### config.mk
export PLATFORM = sky130hd
export DESIGN_NAME = layer_sequencer
export DESIGN_NICKNAME = d
export VERILOG_FILES = /design/src/source/tile_gfx_pkg.sv /design/src/source/layer_sequencer.sv
export SDC_FILE = /design/constraint.sdc
export NUM_CORES = 1
export LEC_CHECK = 0
export ABC_AREA = 0
export BUFFER_PORTS_ARGS = -buffer_cell sky130_fd_sc_hd__buf_2
export CORE_UTILIZATION = 30
export DETAILED_ROUTE_END_ITERATION = 10
export PLACE_DENSITY_LB_ADDON = 0.15
export SYNTH_ARGS = -nofsm -noshare
export SYNTH_HDL_FRONTEND = slang
export SYNTH_SLANG_ARGS = --single-unit
export TNS_END_PERCENT = 5
### constraint.sdc
create_clock -name clk -period 2.2 [get_ports clk]
set_input_delay 0 -clock clk [delete_from_list [all_inputs] [get_ports clk]]
set_output_delay 0 -clock clk [all_outputs]
set_load 0.005 [all_outputs]
### src/source/tile_gfx_pkg.sv
// ********************************************************************
// Shared types and constants of the scanline tile renderer.
// Width typedefs, tile map entry layout, render FSM states and a
// helper for index widths.
// ********************************************************************
package tile_gfx_pkg;

  // World is 512 by 512 pixels.
  localparam int WORLD_BITS = 9;
  typedef logic [WORLD_BITS-1:0] world_coord_t;

  // Tiles are 16 by 16 pixels.
  localparam int TILE_SIZE_LOG2 = 4;

  // Tile map word layout.
  typedef logic [15:0] map_entry_t;
  localparam int TILE_INDEX_WIDTH = 9;
  localparam int FLIP_XY_BIT = 13;
  localparam int FLIP_X_BIT = 14;
  localparam int FLIP_Y_BIT = 15;

  // Two 8-bit pixels per VRAM word, even pixel in the low byte.
  localparam int VRAM_ADDR_WIDTH = 16;
  typedef logic [15:0] vram_word_t;

  // Palette index within a bank, and the bank itself.
  typedef logic [7:0] pixel_t;
  typedef logic [1:0] pal_bank_t;
  localparam int PAL_ADDR_WIDTH = 10;

  // Palette color: red low byte, green middle byte, blue high byte.
  typedef logic [23:0] rgb24_t;
  localparam int RGB_OUT_WIDTH = 18;

  // Render FSM states.
  typedef enum logic [1:0] {
    idle,
    next_layer,
    draw_layer
  } render_state_t;

  // Bits needed to index count items, at least one.
  function automatic int index_width(input int count);
    return (count > 1) ? $clog2(count) : 1;
  endfunction

endpackage

### src/source/layer_sequencer.sv
`timescale 1ns/10ps
// ********************************************************************
// Layer sequencer of the tile renderer.
// FSM that walks the enabled layers and pixel positions of a line
// and flags the end of the line once the pipeline has drained.
// ********************************************************************
module layer_sequencer
  import tile_gfx_pkg::*;
#(
  parameter int NUM_LAYERS = 4,
  parameter int IMAGE_WIDTH = 320,
  parameter int LINE_ADDR_WIDTH = 9,
  localparam int LAYER_BITS = index_width(NUM_LAYERS)
) (
  input  logic                       clk,
  input  logic                       reset,
  input  logic                       line_start,
  input  logic [NUM_LAYERS-1:0]      layer_enable,
  output logic                       draw,
  output logic [LAYER_BITS-1:0]      layer,
  output logic [LINE_ADDR_WIDTH-1:0] render_x,
  output logic                       line_done
);

  localparam logic [LINE_ADDR_WIDTH-1:0] LAST_X = LINE_ADDR_WIDTH'(IMAGE_WIDTH - 1);
  localparam logic [LAYER_BITS-1:0] LAST_LAYER = LAYER_BITS'(NUM_LAYERS - 1);

  render_state_t state;
  logic last_layer;
  logic to_idle;
  logic finishing;
  // Draw flag history, one entry per pipeline stage still in flight.
  logic [1:0] draw_q;

  assign draw = (state == draw_layer);
  assign last_layer = (layer == LAST_LAYER);

  // Leaving the line, either from a skipped last layer or the last pixel.
  assign to_idle = last_layer &&
                   ((state == next_layer && !layer_enable[layer]) ||
                    (state == draw_layer && render_x == LAST_X));

  always_ff @(posedge clk or posedge reset) begin
    if (reset) begin
      state <= idle;
      layer <= '0;
      render_x <= '0;
    end else begin
      case (state)
        idle: begin
          // New line always starts at the lowest layer.
          if (line_start) begin
            state <= next_layer;
            layer <= '0;
          end
        end
        next_layer: begin
          render_x <= '0;
          if (layer_enable[layer]) begin
            state <= draw_layer;
          end else if (last_layer) begin
            state <= idle;
          end else begin
            // Disabled layer costs this one cycle.
            layer <= layer + 1'b1;
          end
        end
        draw_layer: begin
          if (render_x == LAST_X) begin
            if (to_idle) begin
              state <= idle;
            end else begin
              state <= next_layer;
              layer <= layer + 1'b1;
            end
          end else begin
            render_x <= render_x + 1'b1;
          end
        end
        default: state <= idle;
      endcase
    end
  end

  // Hold the end of line until the last pixels have left the pipeline.
  always_ff @(posedge clk or posedge reset) begin
    if (reset) begin
      draw_q <= '0;
      finishing <= 1'b0;
    end else begin
      draw_q <= {draw_q[0], draw};
      if (to_idle) begin
        finishing <= 1'b1;
      end else if (line_done) begin
        finishing <= 1'b0;
      end
    end
  end

  // Coincides with the buffer write of the last drawn pixel.
  assign line_done = finishing && (draw_q == 2'b00);

endmodule

=== After elaboration in Yosys (flattened, before gate mapping) ===
Index checks and enable logic that the tools add are counted.
W data, S select, Z words.

* Add/sub/neg operators: 2
* Eq/ne operators: 11
* Order comparisons: 1
* Reduce and logical (&&, ||, !) cells: 14
* Muxes and demuxes: 18

{| class="wikitable"
|+ Operator list
! operator !! number
|-
| $mux W2 || 9
|-
| $pmux W9 S2 || 1
|-
| $pmux W2 S3 || 2
|-
| $ne A2 B2 Y1 const B || 5
|-
| $add A9 B1 Y9 const B || 1
|-
| $eq A9 B9 Y1 const B || 1
|-
| $mux W9 || 1
|-
| $reduce_and A6 Y1 || 1
|-
| $eq A2 B2 Y1 const B || 2
|-
| $logic_and A1 B1 Y1 || 4
|-
| $logic_not A2 Y1 || 2
|-
| $mux W1 || 4
|-
| $reduce_bool A2 Y1 || 2
|-
| $lt A2 B3 Y1 const B || 1
|-
| $ne A3 B2 Y1 const B || 1
|-
| $reduce_and A3 Y1 || 1
|-
| $reduce_bool A3 Y1 || 1
|-
| $add A2 B1 Y2 const B || 1
|-
| $bmux W1 S2 || 1
|-
| $eq A2 B1 Y1 const B || 1
|-
| $ne A2 B1 Y1 const B || 1
|-
| $reduce_and A2 Y1 || 1
|-
| $logic_not A1 Y1 || 1
|-
| $logic_or A1 B1 Y1 || 1
|}

* Word-level logic and storage cells: 51
* Register bits: 16

=== Depth between registers and ports, before layout ===
Gate-level depths: netlist of run 1.

* Depth in word-level cells: 9
* Mapped depth: 7
* Mapped depth without buffers: 6

=== Worst setup path before layout of run 1 ===
No wires, ideal clock.

* Kind: register to register
* From: register state[0]
* To: register render_x[5]
* Setup slack: 405 ps
* Setup time: 77 ps
* Clock period less this slack: 1795 ps
* Buffers on the path: 1
* Stages on the path, launching flop included: 8
* Arrival: 1718 ps
* Path through: dfrtp_1 inv_1 ha_1 buf_2 nor2_2 a31o_4 or4_1 a21oi_1

* Word-level cells in the longest chain between the ends: 3
* Elaborated cells between the ends (all ways): 6

{| class="wikitable"
|+ Ends and longest elaborated chain
! what !! RTL line !! source
|-
| start: declaration || layer_sequencer.sv:28 || <nowiki>render_state_t state;</nowiki>
|-
| start signal: assignment || layer_sequencer.sv:45 || <nowiki>state <= idle;</nowiki>
|-
| start signal: assignment || layer_sequencer.sv:53 || <nowiki>state <= next_layer;</nowiki>
|-
| start signal: assignment || layer_sequencer.sv:60 || <nowiki>state <= draw_layer;</nowiki>
|-
| $eq A2 B2 Y1 (*) || n/a ||
|-
| named net draw || layer_sequencer.sv:19 || <nowiki>output logic draw,</nowiki>
|-
| $ne A2 B2 Y1 (no line) / $reduce_bool A2 Y1 (equally long branches) || n/a ||
|-
| $reduce_and A2 Y1 (no line) || n/a ||
|-
| end signal: assignment || layer_sequencer.sv:77 || <nowiki>render_x <= render_x + 1'b1;</nowiki>
|-
| end: declaration || layer_sequencer.sv:21 || <nowiki>output logic [LINE_ADDR_WIDTH-1:0] render_x,</nowiki>
|}

Mark *: on every way through the listed nets, which the timed path passes. The rest lies on a longest branch.
A chain may end at the register's enable or synchronous reset.

=== Final worst setup path of run 1 ===
* From: register state[0]
* To: register render_x[5]

* Word-level cells in the longest chain between the ends: 3
* Elaborated cells between the ends (all ways): 6

{| class="wikitable"
|+ Ends and longest elaborated chain
! what !! RTL line !! source
|-
| $eq A2 B2 Y1 / $eq A2 B1 Y1 (equally long branches) || layer_sequencer.sv:49 || <nowiki>case (state)</nowiki>
|-
| $ne A2 B2 Y1 (no line) / $reduce_bool A2 Y1 (equally long branches) || n/a ||
|-
| $reduce_and A2 Y1 (no line) || n/a ||
|}

Parallel ways exist; a longest one is shown, timed or not.

==> impl_metrics.env, run 1 <==
export IMPL_hold_viol=0
export IMPL_grt_util_all_layers_pct=13.3
export IMPL_io_buffers=19
export IMPL_post_synth_top_count_cell="dfrtp_1"
export IMPL_cp_end_kind="flip-flop"
export IMPL_cts_root_buf="clkbuf_4"
export IMPL_antenna_cells=0
export IMPL_yosysTopAreaCell="dfrtp_1"
export IMPL_hold_slack_ns=0.273
export IMPL_max_cap_viol_count=0
export IMPL_clkLatencyLatePin_ns=0.28
export IMPL_grt_pass1_vias=743
export IMPL_netlist_instances=93
export IMPL_p_total_uw=1030
export IMPL_cts_made_buffers=3
export IMPL_num_rows=19
export IMPL_violations="design-rule violations"
export IMPL_ant_nets=0
export IMPL_avgSynthCellArea_um2=10.1
export IMPL_leakage_uw=0.000525
export IMPL_synth_fp_nets=106
export IMPL_cp_max_fo=11
export IMPL_cts_hold_buf=1
export IMPL_vias=782
export IMPL_drive_gt1_share_pct=23.5
export IMPL_status="complete, but fails checks"
export IMPL_synth_area_um2=938
export IMPL_tns_ns=0
export IMPL_synth_seq_cells=16
export IMPL_drv_slew=0
export IMPL_htree_levels=1
export IMPL_relSlewSlack_pct=59.0
export IMPL_ys_seq_area_share_pct=42.7
export IMPL_io_pins=20
export IMPL_final_nets=130
export IMPL_fillers=306
export IMPL_wirelength_um=1910
export IMPL_synthTopCellsByArea="dfrtp_1 43%, ha_1 8.0%, nand2_1 3.6%, a21oi_1 3.2%, inv_1 3.2%"
export IMPL_cts_tree="yes"
export IMPL_p_per_area_nw_per_um2=938
export IMPL_yosys_cell_types_count=35
export IMPL_hold_class="input pin to flip-flop"
export IMPL_grt_ovfl_total=0
export IMPL_worstSetupStartpointType="flip-flop"
export IMPL_rsz0062_at_grt="no"
export IMPL_critical_path_class="flip-flop to flip-flop"
export IMPL_cp_required_ns=2.42
export IMPL_drtPass1Iterations=7
export IMPL_min_period_ns=1.94
export IMPL_die_x_um=57.9
export IMPL_drt_iter0_markers=25
export IMPL_die_h_um=57.9
export IMPL_synthFlopType="dfrtp_1"
export IMPL_cts_setup_buffers=0
export IMPL_wl_per_cell_um=13.1
export IMPL_drc_errors=2
export IMPL_vias_per_cell=5.36
export IMPL_synthArstFlopShare_pct=100
export IMPL_grt_start_max_net_pins=17
export IMPL_worst_pin_slew_ns=0.614
export IMPL_fmaxAchievable_mhz=515
export IMPL_synth_edf_count=0
export IMPL_hpwl_um=1470
export IMPL_gp_congestion=0.794
export IMPL_syn2layout_area_growth_pct=17.2
export IMPL_finClkSkew_ns=0.00560
export IMPL_yosysWarnings=0
export IMPL_ctsResizeCount=0
export IMPL_period_share_pct=88.3
export IMPL_cts_reportedPaths_clkPinSlew_ns=0.10
export IMPL_dieArea_um2=3360
export IMPL_core_region_area_um2=2850
export IMPL_start_util_pct=32.9
export IMPL_clk_path_buf_depth=2
export IMPL_yosysTopAreaCellShare_pct=42.7
export IMPL_antenna_found_initial=0
export IMPL_ir_drop_mv=0.383
export IMPL_clkSinkCount=16
export IMPL_critPathArrivalTime_ns=2.16
export IMPL_synth_common_cells="16 x dfrtp_1, 9 x nand2_1, 8 x inv_1"
export IMPL_grt_pass1_wl_um=3390
export IMPL_setup_viol=0
-- power breakdown --
part | internal (uW) | leakage [uW] | switching [uW]
clock | 63.5 | 0.0000138 | 92.9
sequential | 352 | 0.000217 | 57.8
combinational | 209 | 0.000294 | 257
total | 624 | 0.000525 | 407
-- metrics by stage --
stage | setup slack (ns) | std cells | util, % | instance area (um^2)
CTS | 0.255 | 146 | 38.6 | 1100
finish | 0.257 | 146 | 38.6 | 1100
detailed placement | 0.271 | 142 | 37.4 | 1070
global placement | 0.331 | 142 | 37.4 | 1070
floorplan | 0.405 | 93 | - | 938
global route | 0.111 | 146 | 38.6 | 1100
-- cell families (layout without fill, tap and decap cells) --
family | Yosys count | after routing | share of synthesized area [%]
and+or+nand+nor | 35 | 35 | 21.9
AOI/OAI and AO/OA | 21 | 21 | 16.0
DFF | 16 | 16 | 42.7
buffers and inverters | 9 | 31 | 3.73
adders and majority gates | 6 | 6 | 8.00
muxes | 4 | 4 | 5.87
xor gates and xnor gates | 2 | 2 | 1.87
-- registers in the layout, summed over array words and instances (netlist names) --
register and count:
state 2, draw_q 2, finishing 1, layer 2, render_x 9
-- final timing paths --
check | from | endpoint | slack, ns | depth (start not counted)
min | layer_enable[3] | state[1] | 0.27 | 3
min in group asynchronous | reset | render_x[6] | 0.32 | 3
min reg2reg | draw_q[0] | draw_q[1] | 0.40 | 0
max in group asynchronous | reset | layer[0] | 1.48 | 3
max | state[0] | render_x[5] | 0.26 | 6
max reg2reg | state[0] | render_x[5] | 0.26 | 6
-- critical path, stage by stage, from the launching register on --
cell and delay (ns):
dfrtp_1 0.42, inv_1 0.09, ha_1 0.39, nor2_2 0.12, a31o_4 0.25, or4_1 0.46
a21oi_1 0.14
-- layout by cell type (no fill, tap or decap), types with 2 or more instances in the layout --
master,instances
a21oi_1,6
o21ai_1,3
nor2_1,7
or4_1,3
clkbuf_4,3
buf_2,19
ha_1,6
o31ai_1,3
o21ai_0,4
inv_1,8
dfrtp_1,16
mux2_1,2
nor3_1,2
nand2_1,9
and4_1,2
-- final cells by class --
type / instances / area (um^2) / area share (%)
clock buffers: 3 / 22.5 / 2.05
inverters: 8 / 30.0 / 2.73
multi-input cells: 68 / 503 / 45.7
flip-flops and latches: 16 / 400 / 36.4
well taps: 31 / 38.8 / 3.53
repair buffers: 20 / 105 / 9.56
-- routing by layer --
metal	global-route usage, %	share of wire (%)	vias to the layer above	wire (um)
li1	-	-	389	-
met4	6.12	1.3	0	25
met3	2.01	3.6	4	69
met1	19.3	51	374	982
met2	19.5	44	15	832
met5	0	0	-	0
Note: power is estimated with default switching activity, not from simulation.
==> run 2, diff against run 1 <==
--- a/config.mk
+++ b/config.mk
@@ -9,6 +9,7 @@
 export BUFFER_PORTS_ARGS = -buffer_cell sky130_fd_sc_hd__buf_2
 export CORE_UTILIZATION = 30
 export DETAILED_ROUTE_END_ITERATION = 10
+export GPL_TIMING_DRIVEN = 0
 export PLACE_DENSITY_LB_ADDON = 0.15
 export SYNTH_ARGS = -nofsm -noshare
 export SYNTH_HDL_FRONTEND = slang
==> run 2 against run 1 <==
Compared with the run above:
- the run still ends with design-rule violations left
- first-iteration DRC count decreased by 56%
- count of clock-buffer cells in the layout did not move
- clock power hardly changed
- sequential share of layout area decreased by 0.17 points
- register-to-register slack hardly changed
- sequential power is essentially flat
- maximum frequency down 0.16%
- total power grew 0.80%
- global-route usage down 0.45 points
- routed wire length is 0.58% higher
- critical path depth increased by 1
- critical path type unchanged
- critical endpoint unchanged
- largest power group unchanged
==> impl_metrics.env, run 2 (same netlist as run 1, synthesis figures left out) <==
export IMPL_status="complete, but fails checks"
export IMPL_violations="design-rule violations"
export IMPL_drc_errors=2
export IMPL_min_period_ns=1.95
export IMPL_ctsResizeCount=0
export IMPL_syn2layout_area_growth_pct=17.7
export IMPL_fmaxAchievable_mhz=514
export IMPL_period_share_pct=88.4
export IMPL_swShare_pct=39.8
export IMPL_seqPwrFrac_pct=39.6
export IMPL_cts_tree="yes"
export IMPL_hpwl_um=1480
export IMPL_leakage_uw=0.000530
export IMPL_path_buf_inv=2
export IMPL_worst_pin_slew_ns=0.621
export IMPL_die_x_um=57.9
export IMPL_clk_path_buf_depth=2
export IMPL_clkLatencyLatePin_ns=0.28
export IMPL_grt_ovfl_total=0
export IMPL_vias=774
export IMPL_largest_reg_flops=9
export IMPL_cts_root_buf="clkbuf_4"
export IMPL_whs_path_depth=4
export IMPL_grt_pass1_vias=725
export IMPL_max_cap_viol_count=0
export IMPL_cp_required_ns=2.41
export IMPL_relSlewSlack_pct=58.6
export IMPL_cp_end_kind="flip-flop"
export IMPL_num_rows=19
export IMPL_cpPeakStageDelay_ns=0.47
export IMPL_worstSetupStartpointType="flip-flop"
export IMPL_hold_slack_ns=0.253
export IMPL_drive_gt1_share_pct=24.1
export IMPL_ir_drop_mv=0.366
export IMPL_grt_start_max_net_pins=17
export IMPL_r2r_setup_slack_ns=0.25
export IMPL_worstHoldEndpoint="state[1]"
export IMPL_setup_viol=0
export IMPL_dieArea_um2=3360
export IMPL_r2r_cells=7
export IMPL_reg2reg_from="state[0]"
export IMPL_antenna_cells=0
export IMPL_start_util_pct=32.9
export IMPL_p_per_area_nw_per_um2=941
export IMPL_core_region_area_um2=2850
export IMPL_finClkSkew_ns=0.00545
export IMPL_rsz0062_at_grt="no"
export IMPL_critPathTopFamily="simple AND/OR/NAND/NOR gates"
export IMPL_rr_endpoint="render_x[5]"
export IMPL_io_pins=20
export IMPL_cp_max_fo=9
export IMPL_hold_start="line_start"
export IMPL_final_nets=131
export IMPL_clkSinkCount=16
export IMPL_final_cell_mix="20 x buf_2, 16 x dfrtp_1, 9 x nand2_1"
export IMPL_wl_per_cell_um=13.1
export IMPL_p_sw_uw=414
export IMPL_hold_class="input pin to flip-flop"
export IMPL_die_h_um=57.9
export IMPL_cts_hold_buf=1
export IMPL_grt_pass1_wl_um=3310
export IMPL_critical_path_cell_chain="inv_1 > ha_1 > buf_2 > nor2_2 > a31o_4 > or4_1 > a21oi_1"
export IMPL_drv_slew=0
export IMPL_htree_levels=1
export IMPL_drt_iter0_markers=11
export IMPL_gp_congestion=0.736
export IMPL_drtPass1Iterations=7
export IMPL_io_buffers=19
export IMPL_hold_viol=0
export IMPL_pwr_share_comb_pct=45.3
export IMPL_final_common_cell="buf_2"
export IMPL_cts_setup_buffers=0
export IMPL_antenna_found_initial=0
export IMPL_wirelength_um=1920
export IMPL_worst_path_max_delay_cell="or4_1"
export IMPL_critical_path_class="flip-flop to flip-flop"
export IMPL_clkPwrFrac_pct=15.1
export IMPL_cts_reportedPaths_clkPinSlew_ns=0.10
export IMPL_regMostFlops="render_x"
export IMPL_ant_nets=0
export IMPL_critPathArrivalTime_ns=2.15
export IMPL_vias_per_cell=5.27
export IMPL_tns_ns=0
export IMPL_grt_util_all_layers_pct=12.9
export IMPL_p_int_uw=625
export IMPL_cts_made_buffers=3
## run 2: cell count changes in the layout (fill, tap and decap cells not counted)
cell,before,now
buf_2,19,20
## run 2: layer usage
metal  global-route usage (%)  vias up  wire, um
met5                        0        -         0
met1                     17.3      367       986
met2                     20.9       13       856
met3                     2.68        2        64
li1                         -      392         -
met4                     4.08        0        13
## run 2: stage by stage
| stage | cell area, um^2 | instances | setup slack (ns) | total power (uW) | utilization (%) |
|---|---|---|---|---|---|
| after floorplan | 938 | 93 | 0.405 | 760 | - |
| after global routing | 1100 | 147 | 0.149 | 1140 | 38.7 |
| after CTS | 1100 | 147 | 0.235 | 1050 | 38.7 |
| final | 1100 | 147 | 0.254 | 1040 | 38.7 |
| after detailed placement | 1070 | 143 | 0.255 | 891 | 37.6 |
| after global placement | 1070 | 143 | 0.314 | 889 | 37.6 |
## run 2: worst max path at each step
| stage | startpoint | endpoint | slack (ns) | cells after the start |
|---|---|---|---|---|
| detailed placement | state[0] | render_x[5] | 0.26 | 7 |
| global placement | state[0] | render_x[5] | 0.31 | 7 |
| CTS | state[0] | render_x[5] | 0.23 | 7 |
| global route | state[0] | render_x[5] | 0.15 | 7 |
| floorplan | state[0] | render_x[5] | 0.40 | 7 |
| finish | state[0] | render_x[5] | 0.25 | 7 |
## run 2: worst register-to-register path, delay by kind of cell, from the launching register on
kind,cells,cell delay [ns]
and+or+nand+nor,2,0.56
AOI/OAI and AO/OA,2,0.43
DFF,1,0.42
buffers and inverters,2,0.30
adders and majority gates,1,0.17
## run 2: power groups by stage
| stage | registers (uW) | logic [uW] | clock network [uW] |
|---|---|---|---|
| 3_5_place_dp | 417 | 474 | 0 |
| 6_report | 412 | 471 | 157 |
| 5_1_grt | 423 | 537 | 180 |
| 3_3_place_gp | 414 | 475 | 0 |
| 2_1_floorplan | 410 | 350 | 0 |
| 4_1_cts | 412 | 479 | 162 |
## run 2: layout make-up
type                            count  area, um^2
Buffer                              1        5.00
Clock buffer                        3        22.5
Fill cell                         296        1750
Inverter                            8        30.0
Multi-Input combinational cell     68         503
Sequential cell                    16         400
Tap cell                           31        38.8
Timing Repair Buffer               20         105
==> run 3, diff against run 2 <==
--- a/config.mk
+++ b/config.mk
@@ -10,7 +10,6 @@
 export CORE_UTILIZATION = 30
 export DETAILED_ROUTE_END_ITERATION = 10
 export GPL_TIMING_DRIVEN = 0
-export PLACE_DENSITY_LB_ADDON = 0.15
 export SYNTH_ARGS = -nofsm -noshare
 export SYNTH_HDL_FRONTEND = slang
 export SYNTH_SLANG_ARGS = --single-unit
==> run 3 against run 2 <==
Compared with the run above:
- the run still ends with design-rule violations left
- non-clock buffer count unchanged
- count of clock-buffer cells in the layout unchanged
- clock power fell by 3%
- maximum frequency increased by 0.22%
- largest power group unchanged
==> impl_metrics.env, run 3 (same netlist as run 1, synthesis figures left out) <==
export IMPL_fillers=290
export IMPL_cp_required_ns=2.41
export IMPL_grt_pass1_wl_um=3380
export IMPL_critPathArrivalTime_ns=2.15
export IMPL_p_per_area_nw_per_um2=939
export IMPL_hold_class="input pin to flip-flop"
export IMPL_period_share_pct=88.2
export IMPL_cts_reportedPaths_clkPinSlew_ns=0.09
export IMPL_min_period_ns=1.94
export IMPL_dieArea_um2=3360
export IMPL_clk_path_buf_depth=2
export IMPL_final_cell_mix="20 x buf_2, 16 x dfrtp_1, 9 x nand2_1"
export IMPL_final_util_pct=38.7
export IMPL_drive_gt1_share_pct=24.1
export IMPL_dpl_cell_count=143
export IMPL_htree_levels=1
export IMPL_largest_reg_flops=9
export IMPL_hold_slack_ns=0.263
export IMPL_ant_nets=0
export IMPL_setup_viol=0
export IMPL_clkSinkCount=16
export IMPL_setup_slack_ns=0.259
export IMPL_drv_slew=0
export IMPL_hold_viol=0
export IMPL_rr_endpoint="render_x[5]"
export IMPL_fin_cells=147
export IMPL_dp_slack_ns=0.285
export IMPL_drc_errors=2
export IMPL_grt_ovfl_total=0
export IMPL_rsz0062_at_grt="no"
export IMPL_critical_path_class="flip-flop to flip-flop"
export IMPL_finClkSkew_ns=0.00664
export IMPL_hpwl_um=1480
export IMPL_core_region_area_um2=2850
export IMPL_cts_root_buf="clkbuf_4"
export IMPL_die_x_um=57.9
export IMPL_cp_end_kind="flip-flop"
export IMPL_grt_start_max_net_pins=17
export IMPL_ctsResizeCount=0
export IMPL_die_h_um=57.9
export IMPL_hold_start="layer_enable[3]"
export IMPL_reg2reg_from="state[0]"
export IMPL_fmaxAchievable_mhz=515
export IMPL_max_cap_viol_count=0
export IMPL_regMostFlops="render_x"
export IMPL_relSlewSlack_pct=58.2
export IMPL_cts_made_buffers=3
export IMPL_seqCellArea_um2=400
export IMPL_antenna_found_initial=0
export IMPL_clkLatencyLatePin_ns=0.28
export IMPL_syn2layout_area_growth_pct=17.7
export IMPL_wl_per_cell_um=13.0
export IMPL_multi_input_area_um2=503
export IMPL_vias_per_cell=5.24
export IMPL_vias=771
export IMPL_final_nets=131
export IMPL_tns_ns=0
export IMPL_cts_tree="yes"
export IMPL_gp_congestion=0.759
export IMPL_cts_setup_buffers=0
export IMPL_final_common_cell="buf_2"
export IMPL_antenna_cells=0
export IMPL_start_util_pct=32.9
export IMPL_cp_max_fo=9
export IMPL_num_rows=19
export IMPL_drtPass1Iterations=7
export IMPL_worst_pin_slew_ns=0.627
export IMPL_r2r_cells=7
export IMPL_worstSetupStartpointType="flip-flop"
export IMPL_r2r_setup_slack_ns=0.26
export IMPL_io_buffers=19
export IMPL_leakage_uw=0.000530
export IMPL_grt_pass1_vias=776
export IMPL_grt_util_all_layers_pct=13.1
export IMPL_whs_path_depth=3
export IMPL_status="complete, but fails checks"
export IMPL_worstHoldEndpoint="state[1]"
export IMPL_wirelength_um=1920
export IMPL_ir_drop_mv=0.314
export IMPL_io_pins=20
export IMPL_drt_iter0_markers=34
export IMPL_violations="design-rule violations"
run 3: cell counts in the layout (fill, tap and decap cells not counted):
No cell type changed its count.
run 3: metrics by stage:
| stage | power [uW] | instance area (um^2) |
|---|---|---|
| after global routing | 1130 | 1100 |
| final | 1040 | 1100 |
| after detailed placement | 896 | 1070 |
| after global placement | 877 | 1070 |
| after floorplan | 760 | 938 |
| after CTS | 1050 | 1100 |
run 3: cell type report:
class	count	share of cell area, %
sequential	16	36.2
tap	31	3.51
buffer	1	0.453
timing repair buffer	20	9.51
multi-input combinational	68	45.5
inverter	8	2.72
clock buffer	3	2.04
run 3: routing by layer:
layer  vias up  wire length (um)  GRT usage [%]
met5         -                 0              0
met4         0                 0           6.12
met3         0                46           1.56
met2        14               864           20.5
met1       366              1010           18.0
li1        391                 -              -
run 3: power by group:
group	total, uW	internal, uW	switching [uW]
clock network	152	63.5	88.3
logic	477	212	265
registers	409	352	57.3
run 3: critical path, stage by stage, from the launching register on:
cell	delay [ns]
dfrtp_1	0.42
inv_1	0.10
ha_1	0.18
buf_2	0.21
nor2_2	0.09
a31o_4	0.25
or4_1	0.47
a21oi_1	0.15
run 3: what timing repair did:
action                                  4_1_cts  5_1_grt
endpoints found under the setup margin        0        0
hold endpoints to repair                     16        0
hold buffers                                  1        0
run 3: worst max-delay path by stage:
stage,startpoint,endpoint,cells after the start,slack [ns]
3_5_place_dp,state[0],render_x[5],7,0.28
4_1_cts,state[0],render_x[5],7,0.26
6_report,state[0],render_x[5],7,0.26
3_3_place_gp,state[0],render_x[5],7,0.30
2_1_floorplan,state[0],render_x[5],7,0.40
5_1_grt,render_x[0],layer[0],5,0.12
